### src/source/ex_pkg.sv
// shared widths, op codes and stage records for the execute/memory pipeline, imported by each RTL module
package ex_pkg;

  typedef logic [63:0] word_t;
  typedef logic [4:0]  gpr_addr_t;
  typedef logic [11:0] csr_addr_t;
  typedef logic [31:0] sram_addr_t;
  typedef logic [7:0]  wmask_t;

  typedef logic [4:0] alu_op_t;
  localparam alu_op_t ALU_ADD  = 5'd0;
  localparam alu_op_t ALU_SUB  = 5'd1;
  localparam alu_op_t ALU_SLL  = 5'd2;
  localparam alu_op_t ALU_SLT  = 5'd3;
  localparam alu_op_t ALU_SLTU = 5'd4;
  localparam alu_op_t ALU_XOR  = 5'd5;
  localparam alu_op_t ALU_SRL  = 5'd6;
  localparam alu_op_t ALU_SRA  = 5'd7;
  localparam alu_op_t ALU_OR   = 5'd8;
  localparam alu_op_t ALU_AND  = 5'd9;
  localparam alu_op_t ALU_SRC2 = 5'd10; // lui

  // bits 1:0 give the size, bit 2 marks an unsigned load
  typedef logic [2:0] mem_op_t;
  localparam mem_op_t MEM_B  = 3'd0;
  localparam mem_op_t MEM_H  = 3'd1;
  localparam mem_op_t MEM_W  = 3'd2;
  localparam mem_op_t MEM_D  = 3'd3;
  localparam mem_op_t MEM_BU = 3'd4;
  localparam mem_op_t MEM_HU = 3'd5;
  localparam mem_op_t MEM_WU = 3'd6;

  typedef logic [2:0] csr_op_t;
  localparam csr_op_t CSR_NONE  = 3'd0;
  localparam csr_op_t CSR_WRITE = 3'd1;
  localparam csr_op_t CSR_SET   = 3'd2;
  localparam csr_op_t CSR_CLEAR = 3'd3;

  localparam logic       SRC1_PC   = 1'b1;
  localparam logic [1:0] SRC2_RS2  = 2'd0;
  localparam logic [1:0] SRC2_IMM  = 2'd1;
  localparam logic [1:0] SRC2_FOUR = 2'd2;

  typedef struct packed {
    word_t      rs1data;
    word_t      rs2data;
    word_t      csrrdata;
    word_t      imm;
    word_t      pc;
    logic       src1_sel;
    logic [1:0] src2_sel;
    logic       word_cut;
    alu_op_t    alu_op;
    gpr_addr_t  rd;
    csr_addr_t  csr;
    logic       gpr_wen;
    logic       csr_wen;
    logic       mem_ren;
    logic       mem_wen;
    mem_op_t    mem_op;
    logic       csr_inst_sel; // old csr value to gpr
    csr_op_t    csr_op;
    logic       ebreak;
    logic       invalid_inst;
  } ds_to_es_t;

  typedef struct packed {
    gpr_addr_t  rd;
    csr_addr_t  csr;
    logic       gpr_wen;
    logic       csr_wen;
    logic       mem_ren;
    mem_op_t    mem_op;
    logic [2:0] addr_low;
    logic       csr_inst_sel;
    word_t      csrrdata;
    word_t      alu_result;
    word_t      csr_result;
    logic       ebreak;
    logic       invalid_inst;
  } es_to_ms_t;

  typedef struct packed {
    gpr_addr_t rd;
    logic      gpr_wen;
    word_t     wdata;
    csr_addr_t csr;
    logic      csr_wen;
    word_t     csr_wdata;
    logic      ebreak;
    logic      invalid_inst;
  } ms_to_ws_t;

endpackage

### src/source/mem_stage.sv
// memory stage, takes the SRAM read data, extends loads and builds the write-back record
module mem_stage import ex_pkg::*; (
  input  logic      i_clk,
  input  logic      i_rst_n,
  input  logic      i_es_to_ms_valid,
  input  es_to_ms_t i_es_to_ms_bus,
  input  word_t     i_sram_rdata,
  input  logic      i_ws_allowin,
  output logic      o_ms_allowin,
  output logic      o_ms_to_ws_valid,
  output ms_to_ws_t o_ms_to_ws_bus,
  output gpr_addr_t o_ms_gpr_rd
);

  logic      ms_valid;
  logic      ms_first; // first cycle of the item, sram data is live
  es_to_ms_t ms_bus_r;
  word_t     rdata_hold;
  word_t     rdata;
  word_t     rdata_shift;
  word_t     load_data;

  assign o_ms_allowin     = !ms_valid || i_ws_allowin; // read data already held
  assign o_ms_to_ws_valid = ms_valid;

  always_ff @(posedge i_clk or negedge i_rst_n) begin
    if (!i_rst_n) begin
      ms_valid <= 1'b0;
      ms_first <= 1'b0;
    end else begin
      ms_first <= i_es_to_ms_valid && o_ms_allowin;
      if (o_ms_allowin) begin
        ms_valid <= i_es_to_ms_valid;
      end
    end
  end

  always_ff @(posedge i_clk) begin
    if (i_es_to_ms_valid && o_ms_allowin) begin
      ms_bus_r <= i_es_to_ms_bus;
    end
    if (ms_first) begin
      rdata_hold <= i_sram_rdata;
    end
  end

  assign rdata       = ms_first ? i_sram_rdata : rdata_hold;
  assign rdata_shift = rdata >> {ms_bus_r.addr_low, 3'b000};

  always_comb begin
    case (ms_bus_r.mem_op)
      MEM_B:   load_data = {{56{rdata_shift[7]}}, rdata_shift[7:0]};
      MEM_H:   load_data = {{48{rdata_shift[15]}}, rdata_shift[15:0]};
      MEM_W:   load_data = {{32{rdata_shift[31]}}, rdata_shift[31:0]};
      MEM_D:   load_data = rdata_shift;
      MEM_BU:  load_data = {56'b0, rdata_shift[7:0]};
      MEM_HU:  load_data = {48'b0, rdata_shift[15:0]};
      MEM_WU:  load_data = {32'b0, rdata_shift[31:0]};
      default: load_data = rdata_shift;
    endcase
  end

  assign o_ms_to_ws_bus.rd      = ms_bus_r.rd;
  assign o_ms_to_ws_bus.gpr_wen = ms_bus_r.gpr_wen;
  assign o_ms_to_ws_bus.wdata   = ms_bus_r.mem_ren      ? load_data :
                                  ms_bus_r.csr_inst_sel ? ms_bus_r.csrrdata :
                                                          ms_bus_r.alu_result;
  assign o_ms_to_ws_bus.csr          = ms_bus_r.csr;
  assign o_ms_to_ws_bus.csr_wen      = ms_bus_r.csr_wen;
  assign o_ms_to_ws_bus.csr_wdata    = ms_bus_r.csr_result;
  assign o_ms_to_ws_bus.ebreak       = ms_bus_r.ebreak;
  assign o_ms_to_ws_bus.invalid_inst = ms_bus_r.invalid_inst;

  assign o_ms_gpr_rd = {5{ms_valid && ms_bus_r.gpr_wen}} & ms_bus_r.rd;

  // held item keeps its record until write-back takes it
  a_ms_hold: assert property (
    @(posedge i_clk) disable iff (!i_rst_n)
    (o_ms_to_ws_valid && !i_ws_allowin) |=> (o_ms_to_ws_valid && $stable(o_ms_to_ws_bus))
  );

endmodule

### config.mk
export PLATFORM = sky130hd
export DESIGN_NAME = mem_stage
export DESIGN_NICKNAME = d
export VERILOG_FILES = /design/src/source/ex_pkg.sv /design/src/source/mem_stage.sv
export SDC_FILE = /design/constraint.sdc
export NUM_CORES = 1
export LEC_CHECK = 0
export BUFFER_PORTS_ARGS = -buffer_cell sky130_fd_sc_hd__buf_2
export CAP_MARGIN = 10
export CORE_AREA = 2 2 173 175
export DETAILED_ROUTE_END_ITERATION = 8
export DIE_AREA = 0 0 175 177
export GPL_ROUTABILITY_DRIVEN = 0
export PLACE_DENSITY = 0.79
export SETUP_SLACK_MARGIN = 0.5
export SYNTH_ARGS = -nofsm -noshare
export SYNTH_HDL_FRONTEND = slang
export SYNTH_SLANG_ARGS = --single-unit
### constraint.sdc
create_clock -name i_clk -period 6.7 [get_ports i_clk]
set_input_delay 0.335 -clock i_clk [delete_from_list [all_inputs] [get_ports i_clk]]
set_output_delay 0.335 -clock i_clk [all_outputs]
set_load 0.01 [all_outputs]
==> summary.txt <==
Timing
  • Tcrit/Tclk final: 71.4%
  • Tmin final: 4.78 ns
  • Worst clock skew: 0.0105 ns
  • Worst rel slew slack: 21.6%
  • Final Hold Vio Count: 0
  • Final slew viol count: 0
  • TNS Setup: 0 ns
  • Final count of negative-setup-slack endpoints: 0
  • Unrepaired setup endpoints after global routing: false
  • Slew @ Worst Pin: 1.18 ns
  • Max Fclk: 0.209 GHz

Worst setup path
  • CP startpoint: ms_bus_r[195]$_DFFE_PP_
  • Arr. time, crit path: 4.45 ns
  • Cell Chain, Critical Path: buf_4 > mux4_2 > mux2i_1 > a221oi_4 > a211oi_1 > a2111oi_0 > buf_2
  • Setup CP Type: flop to output pin
  • Critical-path top delay cell: a221oi_4
  • Critical path's top delay family: compound AO/OA/AOI/OAI gates
  • R2r setup slk: 4.21 ns
  • Critical Path Source Type: flop
  • Crit path depth: 7
  • CP Capture Type: output pin
  • Worst Setup EP: o_ms_to_ws_bus[142]
  • Slowest stage delay, CP: 1.01 ns
  • Worst r2r src: o_ms_to_ws_valid$_DFFE_PN0N_
  • Worst-path fanout max: 83
  • R2r worst-path depth: 3
  • Critical path required time: 6.36 ns
  • Worst r2r dst: o_ms_to_ws_bus[66]$_DFFE_PP_
  • CP Buf/Inv Count: 2

Power and ir drop
  • Max VDD drop: 0.201 mV
  • Power density cells: 254 nW/um^2
  • Pint: 3.51 mW
  • Sw frac: 27.0%
  • Sequential Power Share: 44.5%
  • Total power: 4.80 mW
  • Static Leak: 7.55 nW
  • Logic pwr share: 19.2%
  • Clock share of power: 36.2%
  • Sw power: 1.30 mW

Logic synthesis
  • Synth Flop Type: edfxtp_1
  • Post-synthesis net count: 1279
  • Post-synthesis sequential area ratio: 57.8%
  • Post-Syn Area: 13800 sq um
  • Top post-synthesis cells by area: edfxtp_1 (48%), dfxtp_1 (9.3%), mux2_2 (6.4%), mux4_2 (6.2%), buf_4 (4.8%)
  • Post-synthesis cell count: 990
  • Post-synth top area share: 48.1%
  • Average instance area after synthesis: 13.9 sq um
  • Area leader, netlist: edfxtp_1
  • Number of synthesis warnings: 0
  • Post-synth ARST share: 0.697%
  • Cell variety after synth: 51
  • Flops & latches, synth: 287
  • EDFF count, synth: 221

CTS
  • Root buffer selected by CTS: clkbuf_16
  • Post_cts resized: 0
  • Worst-path clk slew: 0.06 ns
  • Skew-Pair Late Insertion Delay: 0.56 ns
  • Total CTS buffers: 30
  • Clock Tree Buf Depth: 3
  • # clock sinks: 287
  • H-tree depth: 1
  • CTS tree: built
  • Setup Buffers After CTS: 0

Place
  • Placed cell area: 15600 sq um
  • Port bufs: 444
  • Post-DP HPWL: 31.0 mm
  • Placed Instances: 1680

GRT
  • Total global-route track usage: 30.4%
  • Antenna violations before repair: 6
  • Largest net degree at the start of global routing: 168
  • First-pass GRT wire length: 70.5 mm
  • Vias in the first global route: 11600
  • GRT Residual Overflow: 0

Finish
  • Commonest non-fill, non-tap cell in the layout: buf_2
  • Share of layout cells above drive strength 1: 41.6%
  • Post-layout instance area: 18900 sq um
  • Commonest non-fill, non-tap cells in the layout: buf_2 (444), dlygate4sd3_1 (224), edfxtp_1 (221)
  • Nets@finish: 1835
  • Final Instance Count excl. Fillers: 1965
  • Layout area overhead: 37.0%

Floorplan
  • Row count: 63
  • I/O pin count: 445
  • Die W: 175 microns
  • Initial Util: 47.2%
  • Core area: 29200 sq um
  • Die Height: 177 microns
  • Die area: 31000 sq um

Detailed routing
  • DR DRC count: 0
  • Vias per Instance: 5.81
  • DRT Pass-1 Iters: 7
  • Via Count: 11400
  • 1st-iter DRT viols: 1209
  • Antenna Nets Post-Route: 0
  • DR WL/cell: 24.8 microns
  • WL final: 48.7 mm

Outcome
  • Status: finished, final reports clean

Flow run
  • Max-capacitance violation count: 0

Min path
  • Min-Delay Path Class: input port to flop
==> synth_stat cells, types with 2 or more instances <==
master	number
edfxtp_1	221
buf_4	89
mux2_2	78
dfxtp_1	64
mux2i_1	62
nand2_1	61
nor2_1	58
mux4_2	38
clkbuf_1	37
a21oi_1	26
a22oi_1	26
a211oi_1	23
buf_2	18
nor2b_1	17
a2111oi_2	16
nor3_1	16
o22ai_1	14
a32oi_1	9
o21ai_0	9
a31oi_1	8
nor3b_1	8
a211o_1	7
a222oi_1	7
buf_6	7
o21a_1	7
o311a_1	7
o311ai_0	7
o32ai_1	7
and3_1	6
a2111oi_4	5
nand2b_1	4
buf_1	3
a2111oi_0	2
and2_1	2
clkinv_1	2
dfrtp_1	2
inv_1	2
nand2_2	2
==> how the worst min path moves through the flow <==
stage / from / end / slack (ns) / cells past startpoint
3_5_place_dp: i_rst_n / o_ms_to_ws_valid$_DFFE_PN0N_ / 0.13 / 1
2_1_floorplan: i_rst_n / ms_first$_DFF_PN0_ / 0.04 / 0
6_report: i_sram_rdata[0] / rdata_hold[0]$_DFF_P_ / 0.03 / 2
3_3_place_gp: i_rst_n / o_ms_to_ws_valid$_DFFE_PN0N_ / 0.13 / 1
4_1_cts: i_sram_rdata[0] / rdata_hold[0]$_DFF_P_ / 0.009 / 2
5_1_grt: i_sram_rdata[6] / rdata_hold[6]$_DFF_P_ / 0.03 / 2
==> layer usage <==
layer | vias to the layer above | wire, microns | global-route usage (%)
met5 | - | 0 | 0
met3 | 182 | 4330 | 5.86
met1 | 5516 | 17100 | 36.0
met2 | 825 | 23800 | 51.3
met4 | 0 | 3470 | 19.1
li1 | 4902 | - | -
==> cell families (layout without fill, tap and decap cells) <==
group	Yosys count	after routing	share of synthesized area (%)
buf+inv	158	737	7.27
simple gates	179	179	5.96
compound gates	188	188	11.9
mux	178	178	17.1
other cells	0	6	0
flops	287	287	57.8
==> registers in the layout (all words and copies together), names as in the netlist <==
name,cells
ms_bus_r,136
o_ms_to_ws_bus,85
rdata_hold,64
ms_first,1
o_ms_to_ws_valid,1
==> cell type report <==
cell class | count | area (sq um)
fill | 2061 | 10400
sequential | 287 | 7970
multi-input combinational | 545 | 4830
timing repair buffer | 678 | 4550
clock buffer | 34 | 787
tap | 390 | 488
clock inverter | 21 | 230
inverter | 4 | 15.0
antenna | 6 | 15.0
==> what timing repair did <==
| action | 4_1_cts | 5_1_grt |
|---|---|---|
| setup endpoints to repair | 0 | 0 |
| hold endpoints to repair | 225 | 0 |
| hold buffers | 224 | 0 |
==> worst register-to-register path, cell delays in order (launching register included) <==
cell and delay [ns]:
dfrtp_1 0.43, nand2b_1 0.13, and2_4 0.68, buf_12 0.60
==> power by group through the flow <==
| stage | Clock [mW] | Combinational [mW] | Sequential (mW) |
|---|---|---|---|
| final | 1.74 | 0.924 | 2.14 |
| after global placement | 0 | 0.771 | 2.16 |
| after CTS | 1.73 | 0.893 | 2.13 |
| after floorplan | 0 | 0.520 | 2.15 |
| after global routing | 1.82 | 0.970 | 2.15 |
| after detailed placement | 0 | 0.785 | 2.17 |
==> metrics by stage <==
| stage | setup WS, ns | hold slack [ns] | util [%] |
|---|---|---|---|
| finish | 1.92 | 0.0297 | 64.6 |
| global route | 1.72 | 0.0258 | 64.6 |
| CTS | 2.04 | 0.00861 | 64.6 |
| detailed placement | 2.68 | 0.129 | 53.4 |
| global placement | 2.76 | 0.125 | 53.4 |
| floorplan | 2.89 | 0.0394 | - |
Power figures use the tool's default switching activity.
